### src/i2s_timing_pkg.sv
//////////////////////////////
// timing constants for the I2S serializer and its testbench
// slot and frame sizes are fixed
// divider and buffer depth here are defaults only
//////////////////////////////

package i2s_timing_pkg;

    // one audio word
    localparam int SAMPLE_BITS = 16;

    // bit clocks per channel slot, delay bit + sample + padding
    localparam int SLOT_BITS = 32;

    // left slot then right slot
    localparam int FRAME_BITS = 2 * SLOT_BITS;

    // mclk cycles per bit clock, even and at least 2
    localparam int DEFAULT_MCLK_DIV = 4;

    // stereo pairs held ahead of the frame in flight
    localparam int DEFAULT_BUFFER_DEPTH = 2;

    localparam int FRAME_POS_W = $clog2(FRAME_BITS);
    typedef logic [FRAME_POS_W-1:0] frame_pos_t;

endpackage

### src/i2s_types_pkg.sv
//////////////////////////////
// sample type and the control enums
// sample width comes from the timing package
//////////////////////////////

package i2s_types_pkg;

    // signed pcm, two's complement
    typedef logic signed [i2s_timing_pkg::SAMPLE_BITS-1:0] sample_t;

    // frame sequencer
    // idle only until the first frame boundary after reset
    typedef enum logic [1:0] {
        FRAME_IDLE,
        FRAME_LEFT,
        FRAME_RIGHT
    } frame_state_e;

    // shifter commands, one per mclk cycle
    typedef enum logic [1:0] {
        SHIFT_HOLD,
        SHIFT_STEP,
        SHIFT_LOAD_LEFT,
        SHIFT_LOAD_RIGHT
    } shift_op_e;

endpackage

### src/i2s_bit_clock.sv
//////////////////////////////
// bit clock divider and frame bit counter
// MCLK_DIV must be even and at least 2
// sclk_fall is high in the last mclk of a bit period,
// sclk goes low on the edge that ends it
//////////////////////////////

module i2s_bit_clock
    import i2s_timing_pkg::*;
#(
    parameter int MCLK_DIV = DEFAULT_MCLK_DIV
) (
    input  logic       audgen_mclk,
    input  logic       reset_n,
    output logic       sclk,
    output logic       sclk_fall,
    output frame_pos_t frame_pos
);

    localparam int PHASE_W = $clog2(MCLK_DIV);
    localparam logic [PHASE_W-1:0] PHASE_LAST = PHASE_W'(MCLK_DIV - 1);
    localparam logic [PHASE_W-1:0] PHASE_HIGH = PHASE_W'(MCLK_DIV / 2);
    localparam frame_pos_t POS_LAST = frame_pos_t'(FRAME_BITS - 1);
    localparam frame_pos_t POS_RESET = frame_pos_t'(FRAME_BITS - 2);

    logic [PHASE_W-1:0] phase;
    logic [PHASE_W-1:0] phase_nxt;
    logic               fall_next;

    // mclk phase within one bit period
    always_comb begin
        if (phase == PHASE_LAST) begin
            phase_nxt = '0;
        end else begin
            phase_nxt = phase + 1'b1;
        end
    end

    // next cycle is the last of the period
    assign fall_next = (phase_nxt == PHASE_LAST);

    always_ff @(posedge audgen_mclk or negedge reset_n) begin
        if (!reset_n) begin
            phase     <= '0;
            sclk      <= 1'b0;
            sclk_fall <= 1'b0;
            frame_pos <= POS_RESET;
        end else begin
            phase     <= phase_nxt;
            // low half first, high half second
            sclk      <= (phase_nxt >= PHASE_HIGH);
            sclk_fall <= fall_next;
            // position moves one cycle ahead of the strobe,
            // so the strobe sees the bit about to start
            if (fall_next) begin
                if (frame_pos == POS_LAST) begin
                    frame_pos <= '0;
                end else begin
                    frame_pos <= frame_pos + 1'b1;
                end
            end
        end
    end

endmodule

### src/i2s_frame_fsm.sv
//////////////////////////////
// frame sequencer
// decodes slot starts from frame_pos on sclk_fall
// shift_op and pop are combinational, valid in the strobe cycle
//////////////////////////////

module i2s_frame_fsm
    import i2s_timing_pkg::*;
    import i2s_types_pkg::*;
(
    input  logic       audgen_mclk,
    input  logic       reset_n,
    input  logic       sclk_fall,
    input  frame_pos_t frame_pos,
    output logic       pop,
    output logic       lrck,
    output shift_op_e  shift_op
);

    localparam frame_pos_t POS_LEFT = '0;
    localparam frame_pos_t POS_RIGHT = frame_pos_t'(SLOT_BITS);
    localparam frame_pos_t POS_LAST = frame_pos_t'(FRAME_BITS - 1);

    frame_state_e state;
    frame_state_e state_nxt;
    logic         left_start;
    logic         right_start;

    //////////////////////////////
    // boundary decode
    //////////////////////////////

    assign left_start = sclk_fall && (frame_pos == POS_LEFT);
    assign right_start = sclk_fall && (frame_pos == POS_RIGHT);

    // last bit of the frame, fetch the pair for the next one
    assign pop = sclk_fall && (frame_pos == POS_LAST);

    //////////////////////////////
    // state
    //////////////////////////////

    always_comb begin
        state_nxt = state;
        case (state)
            FRAME_IDLE: begin
                if (left_start) begin
                    state_nxt = FRAME_LEFT;
                end
            end
            FRAME_LEFT: begin
                if (right_start) begin
                    state_nxt = FRAME_RIGHT;
                end
            end
            FRAME_RIGHT: begin
                if (left_start) begin
                    state_nxt = FRAME_LEFT;
                end
            end
            default: begin
                state_nxt = FRAME_IDLE;
            end
        endcase
    end

    // load at slot start, otherwise step once per bit
    always_comb begin
        shift_op = SHIFT_HOLD;
        if (left_start) begin
            shift_op = SHIFT_LOAD_LEFT;
        end else if (right_start) begin
            shift_op = SHIFT_LOAD_RIGHT;
        end else if (sclk_fall && (state != FRAME_IDLE)) begin
            shift_op = SHIFT_STEP;
        end
    end

    // lrck flips on the same edge as the shifter load
    always_ff @(posedge audgen_mclk or negedge reset_n) begin
        if (!reset_n) begin
            state <= FRAME_IDLE;
            lrck  <= 1'b0;
        end else begin
            state <= state_nxt;
            lrck  <= (state_nxt == FRAME_RIGHT);
        end
    end

endmodule

### src/i2s_sample_buffer.sv
//////////////////////////////
// stereo pair FIFO with valid/ready input
// sample_ready depends only on occupancy
// pop on an empty FIFO yields a silent pair
//////////////////////////////

module i2s_sample_buffer
    import i2s_timing_pkg::*;
    import i2s_types_pkg::*;
#(
    parameter int BUFFER_DEPTH = DEFAULT_BUFFER_DEPTH
) (
    input  logic    audgen_mclk,
    input  logic    reset_n,
    input  logic    sample_valid,
    output logic    sample_ready,
    input  sample_t sample_left,
    input  sample_t sample_right,
    input  logic    pop,
    output sample_t cur_left,
    output sample_t cur_right
);

    localparam int PTR_W = (BUFFER_DEPTH > 1) ? $clog2(BUFFER_DEPTH) : 1;
    localparam int CNT_W = $clog2(BUFFER_DEPTH + 1);
    localparam logic [PTR_W-1:0] PTR_LAST = PTR_W'(BUFFER_DEPTH - 1);
    localparam logic [CNT_W-1:0] CNT_FULL = CNT_W'(BUFFER_DEPTH);

    sample_t          mem_left [BUFFER_DEPTH];
    sample_t          mem_right [BUFFER_DEPTH];
    logic [PTR_W-1:0] wr_ptr;
    logic [PTR_W-1:0] rd_ptr;
    logic [CNT_W-1:0] count;
    logic             push;
    logic             take;

    // circular pointer step
    function automatic logic [PTR_W-1:0] ptr_inc(input logic [PTR_W-1:0] ptr);
        if (ptr == PTR_LAST) begin
            return '0;
        end else begin
            return ptr + 1'b1;
        end
    endfunction

    assign sample_ready = (count != CNT_FULL);
    assign push = sample_valid && sample_ready;
    // pop only consumes an entry when one is there
    assign take = pop && (count != '0);

    // storage
    always_ff @(posedge audgen_mclk) begin
        if (push) begin
            mem_left[wr_ptr]  <= sample_left;
            mem_right[wr_ptr] <= sample_right;
        end
    end

    //////////////////////////////
    // pointers and occupancy
    //////////////////////////////

    always_ff @(posedge audgen_mclk or negedge reset_n) begin
        if (!reset_n) begin
            wr_ptr <= '0;
            rd_ptr <= '0;
            count  <= '0;
        end else begin
            if (push) begin
                wr_ptr <= ptr_inc(wr_ptr);
            end
            if (take) begin
                rd_ptr <= ptr_inc(rd_ptr);
            end
            case ({push, take})
                2'b10:   count <= count + 1'b1;
                2'b01:   count <= count - 1'b1;
                default: count <= count;
            endcase
        end
    end

    // pair for the next frame, silence on underrun
    always_ff @(posedge audgen_mclk) begin
        if (pop) begin
            if (take) begin
                cur_left  <= mem_left[rd_ptr];
                cur_right <= mem_right[rd_ptr];
            end else begin
                cur_left  <= '0;
                cur_right <= '0;
            end
        end
    end

endmodule

### src/i2s_shifter.sv
//////////////////////////////
// slot shift register for the I2S data line
// slot image is delay bit, sample MSB first, zero pad
//////////////////////////////

module i2s_shifter
    import i2s_timing_pkg::*;
    import i2s_types_pkg::*;
(
    input  logic      audgen_mclk,
    input  logic      reset_n,
    input  shift_op_e shift_op,
    input  sample_t   cur_left,
    input  sample_t   cur_right,
    output logic      dac
);

    localparam int PAD_BITS = SLOT_BITS - SAMPLE_BITS - 1;

    logic [SLOT_BITS-1:0] slot_sr;

    // one-bit I2S delay in front of the sample
    function automatic logic [SLOT_BITS-1:0] slot_image(input sample_t sample);
        return {1'b0, sample, {PAD_BITS{1'b0}}};
    endfunction

    //////////////////////////////
    // shift register
    //////////////////////////////

    always_ff @(posedge audgen_mclk or negedge reset_n) begin
        if (!reset_n) begin
            slot_sr <= '0;
        end else begin
            case (shift_op)
                SHIFT_LOAD_LEFT: begin
                    slot_sr <= slot_image(cur_left);
                end
                SHIFT_LOAD_RIGHT: begin
                    slot_sr <= slot_image(cur_right);
                end
                // towards the MSB, zeros fill the tail
                SHIFT_STEP: begin
                    slot_sr <= {slot_sr[SLOT_BITS-2:0], 1'b0};
                end
                default: begin
                    slot_sr <= slot_sr;
                end
            endcase
        end
    end

    // serial data is the register MSB
    assign dac = slot_sr[SLOT_BITS-1];

endmodule

### src/audio_i2s_top.sv
//////////////////////////////
// I2S serializer top, all logic on audgen_mclk
// MCLK_DIV even and at least 2, BUFFER_DEPTH at least 1
//////////////////////////////

module audio_i2s_top
    import i2s_timing_pkg::*;
    import i2s_types_pkg::*;
#(
    parameter int MCLK_DIV     = DEFAULT_MCLK_DIV,
    parameter int BUFFER_DEPTH = DEFAULT_BUFFER_DEPTH
) (
    input  logic    audgen_mclk,
    input  logic    reset_n,
    input  logic    sample_valid,
    output logic    sample_ready,
    input  sample_t sample_left,
    input  sample_t sample_right,
    output logic    audio_sclk,
    output logic    audio_lrck,
    output logic    audio_dac
);

    logic       sclk_fall;
    frame_pos_t frame_pos;
    logic       pop;
    shift_op_e  shift_op;
    sample_t    cur_left;
    sample_t    cur_right;

    // bit clock and frame position
    i2s_bit_clock #(
        .MCLK_DIV (MCLK_DIV)
    ) i_bit_clock (
        .audgen_mclk (audgen_mclk),
        .reset_n     (reset_n),
        .sclk        (audio_sclk),
        .sclk_fall   (sclk_fall),
        .frame_pos   (frame_pos)
    );

    // sequencing of pops, lrck and shifter commands
    i2s_frame_fsm i_frame_fsm (
        .audgen_mclk (audgen_mclk),
        .reset_n     (reset_n),
        .sclk_fall   (sclk_fall),
        .frame_pos   (frame_pos),
        .pop         (pop),
        .lrck        (audio_lrck),
        .shift_op    (shift_op)
    );

    i2s_sample_buffer #(
        .BUFFER_DEPTH (BUFFER_DEPTH)
    ) i_sample_buffer (
        .audgen_mclk  (audgen_mclk),
        .reset_n      (reset_n),
        .sample_valid (sample_valid),
        .sample_ready (sample_ready),
        .sample_left  (sample_left),
        .sample_right (sample_right),
        .pop          (pop),
        .cur_left     (cur_left),
        .cur_right    (cur_right)
    );

    i2s_shifter i_shifter (
        .audgen_mclk (audgen_mclk),
        .reset_n     (reset_n),
        .shift_op    (shift_op),
        .cur_left    (cur_left),
        .cur_right   (cur_right),
        .dac         (audio_dac)
    );

endmodule

### config.mk
export PLATFORM = sky130hd
export DESIGN_NAME = audio_i2s_top
export DESIGN_NICKNAME = d
export VERILOG_FILES = /design/src/i2s_timing_pkg.sv /design/src/i2s_types_pkg.sv /design/src/i2s_bit_clock.sv /design/src/i2s_frame_fsm.sv /design/src/i2s_sample_buffer.sv /design/src/i2s_shifter.sv /design/src/audio_i2s_top.sv
export SDC_FILE = /design/constraint.sdc
export NUM_CORES = 1
export LEC_CHECK = 0
export ABC_CLOCK_PERIOD_IN_PS = 7100
export BUFFER_PORTS_ARGS = -buffer_cell sky130_fd_sc_hd__clkbuf_2
export CAP_MARGIN = 15
export CORE_MARGIN = 3
export CORE_UTILIZATION = 64
export DETAILED_ROUTE_END_ITERATION = 6
export PLACE_DENSITY_LB_ADDON = 0.25
export SYNTH_ARGS = -nofsm -noshare
export SYNTH_HDL_FRONTEND = slang
export SYNTH_SLANG_ARGS = --single-unit
### constraint.sdc
create_clock -name audgen_mclk -period 7.1 [get_ports audgen_mclk]
set_input_delay 0.355 -clock audgen_mclk [delete_from_list [all_inputs] [get_ports audgen_mclk]]
set_output_delay 0.355 -clock audgen_mclk [all_outputs]
set_load 0.05 [all_outputs]
==> results.cfg <==
[global_routing]
grt_pass1_wl_um = 13280
use_met3_pct = 6.551
grt_use_total_pct = 20.14
grt_overflow = 0
use_met2_pct = 32.02
use_met1_pct = 24.92
top_usage_layer = met2
antenna_found_initial = 0
grt_pass1_vias = 2770
grt_max_degree = 35

[sta]
max_freq_mhz = 396.6
final.setup.worst_slack_ns = 4.579
tns_ns = 0
setup_viol_count_final = 0
finalCritPeriodShare_pct = 35.51
finalCriticalPeriod_ns = 2.521
slew_violations = 0
grt_setup_unrepaired = false
worst_slew_pin_slew_ns = 1.106
skew_ns = 0.01096
hold_violations = 0
max_slew_margin_pct = 26.26

[worst_setup_path]
critPathTopFamily = flip-flops
critPathBufInv = 1
r2r_slack_ns = 4.58
end_kind = flop
cpPeakStageDelay_ns = 0.94
ff2ff_path_depth = 4
cp_cell_sequence = nand2_1 > nor2_1 > and2_1 > buf_4
startpoint_type = flop
worstPathRequired_ns = 7.29
reg2reg_to = i_sample_buffer.cur_right[0]
critical_path_class = reg -> reg
critPathArrivalTime_ns = 2.71
critPathMaxFanout = 22
critPathSlowestCell = dfstp_2
rr_startpoint = i_bit_clock.frame_pos[5]

[clocking]
cts_setup_buffers = 0
clk_latency_ns = 0.51
numCtsBuffers = 17
tritoncts = yes
cts_buffer_depth = 2
ctsHtreeMaxLevel = 4
cts_root_buf = clkbuf_8
cts.clk_slew.worst_paths_ns = 0.06
cts_hold_buf = 1
cts_resized = 0
cts.sinks = 129

[synthesis]
ys_warn_count = 0
ys_ff_latch = 129
syn_avg_cell_area_um2 = 16.34
synth_cell_type_count = 33
ys_async_sr_fraction_pct = 25.58
yosysTopAreaCell = edfxtp_1
synthesis.nets = 355
synth_edf_count = 96
netlist_area_mm2 = 0.005146
synthFlopType = edfxtp_1
synth_top_cells_by_area = edfxtp_1 56%, mux2i_1 16%, dfrtp_1 14%
synth_seq_area_share_pct = 72.19
synth_top_area_share_pct = 56.02
synth_cells = 315

[floorplanning]
io_pins = 39
initial_core_util_pct = 66.25
fp.dieArea_mm2 = 0.009153
core_area_mm2 = 0.007767
die_h_um = 95.67
num_rows = 32
die_w_um = 95.67

[finish]
drive_above_1_share_pct = 24.06
final-seq-area_mm2 = 0.003716
antennaDiodeCount = 0
area_growth_syn_to_layout_pct = 16.65
stdcell_area_mm2 = 0.006003
layout_common_cells = 96 x edfxtp_1, 81 x mux2i_1, 38 x clkbuf_2, 29 x nor2_1, 27 x dfrtp_1
final_common_cell = edfxtp_1
nFillCells = 442
finalNonFillerCells = 476
fin_util_pct = 77.29
fin_nets = 401
multi_input_area_mm2 = 0.001311

[placed_design]
io_buffer_count = 38
pre_cts_slack_ns = 4.612
hpwl_um = 4705
dpl.cell_count = 443
place_area_mm2 = 0.005398
gp_congestion = 0.8043

[power]
p_leak_nw = 2.220
vdd_drop_max_mv = 0.2785
power_density_mw_per_mm2 = 323.3

[drt]
drt_pass1_iterations = 4
postRouteAntennaNets = 0
totalWireLength_um = 7968
routedWlPerCell_um = 16.74
vias_per_cell = 5.613
drtIter0Drc = 187
dr_total_vias = 2672
drc_errors = 0

[worst_hold_path]
holdPathEnd = i_sample_buffer.mem_left[0][9]
worstHoldStart = sample_left[9]
worstHoldPathCells = 1
hold_class = in -> reg

[run]
cap_violations = 0

[status]
status = complete, no violations
## cells in the mapped netlist (2+ instances only)
master and number:
edfxtp_1 96, mux2i_1 81, nor2_1 30, dfrtp_1 28
nor2_2 9, inv_1 6, nand2_1 6, xnor2_1 6
buf_2 5, dfstp_2 5, ha_1 5, o21ai_0 5
buf_4 4, buf_1 3, buf_6 3, a211o_1 2
a21oi_1 2, and2_1 2, nand2b_1 2, nand4_1 2
## where the power goes
group | internal, mW | leakage, nW | total (mW) | switching (mW)
combinational | 0.0398 | 0.686 | 0.130 | 0.0905
sequential | 0.918 | 1.25 | 0.945 | 0.0275
clock | 0.541 | 0.288 | 0.865 | 0.324
total | 1.50 | 2.22 | 1.94 | 0.442
## worst reg2reg max path: stages, from the launching register on
cell	delay [ns]
dfstp_2	0.94
nand2_1	0.20
nor2_1	0.19
and2_1	0.47
buf_4	0.39
## worst max path at each step
stage	startpoint	endpoint	slack, ns	cells past startpoint
floorplan	i_sample_buffer.count[0]	i_sample_buffer.mem_left[0][0]	4.24	3
global placement	i_bit_clock.frame_pos[5]	i_sample_buffer.count[1]	4.71	7
detailed placement	i_bit_clock.frame_pos[5]	i_sample_buffer.count[1]	4.61	7
CTS	i_bit_clock.frame_pos[5]	i_sample_buffer.count[1]	4.57	7
global route	i_bit_clock.frame_pos[5]	i_sample_buffer.count[1]	4.40	7
finish	i_bit_clock.frame_pos[5]	i_sample_buffer.cur_right[0]	4.58	4
## stage by stage
stage | total power [mW] | hold slack [ns]
after floorplan | 1.039 | 0.05941
after global placement | 1.083 | 0.4418
after detailed placement | 1.094 | 0.4448
after CTS | 1.964 | 0.001287
after global routing | 2.017 | 0.002642
final | 1.941 | 0.02459
## state kept, by name (all words and copies together) (netlist names)
register and flops:
i_sample_buffer.wr_ptr 1, i_sample_buffer.mem_right 32, i_bit_clock.sclk_fall 1, i_sample_buffer.count 2
i_sample_buffer.cur_right 16, i_frame_fsm.lrck 1, i_bit_clock.phase 2, i_bit_clock.frame_pos 6
i_sample_buffer.mem_left 32, i_sample_buffer.cur_left 16, i_frame_fsm.state 2, i_sample_buffer.rd_ptr 1
i_shifter.slot_sr 17
## per-layer routing
layer / wire [um] / share of wire [%]
met5: 0 / 0
met3: 261 / 3.3
met2: 4133 / 52
met1: 3379 / 42
met4: 193 / 2.4
## final cells by class
| type | count | area share, % |
|---|---|---|
| flip-flops and latches | 129 | 61.90 |
| clock buffers | 18 | 6.961 |
| clock inverters | 14 | 2.960 |
| multi-input cells | 164 | 21.84 |
| repair buffers | 43 | 3.835 |
| well taps | 102 | 2.126 |
| inverters | 6 | 0.3752 |
## kinds of logic (layout without fill, tap and decap cells)
family                     after synthesis  after routing  share of synthesized area [%]
AOI/OAI and AO/OA                       15             15                          1.921
xor gates and xnor gates                 7              7                          1.191
adders and majority gates                5              5                          1.216
buffers and inverters                   22             81                          2.455
DFF                                    129            129                          72.19
muxes                                   81             81                          15.75
and+or+nand+nor                         56             56                          5.276
Power figures use the tool's default switching activity.
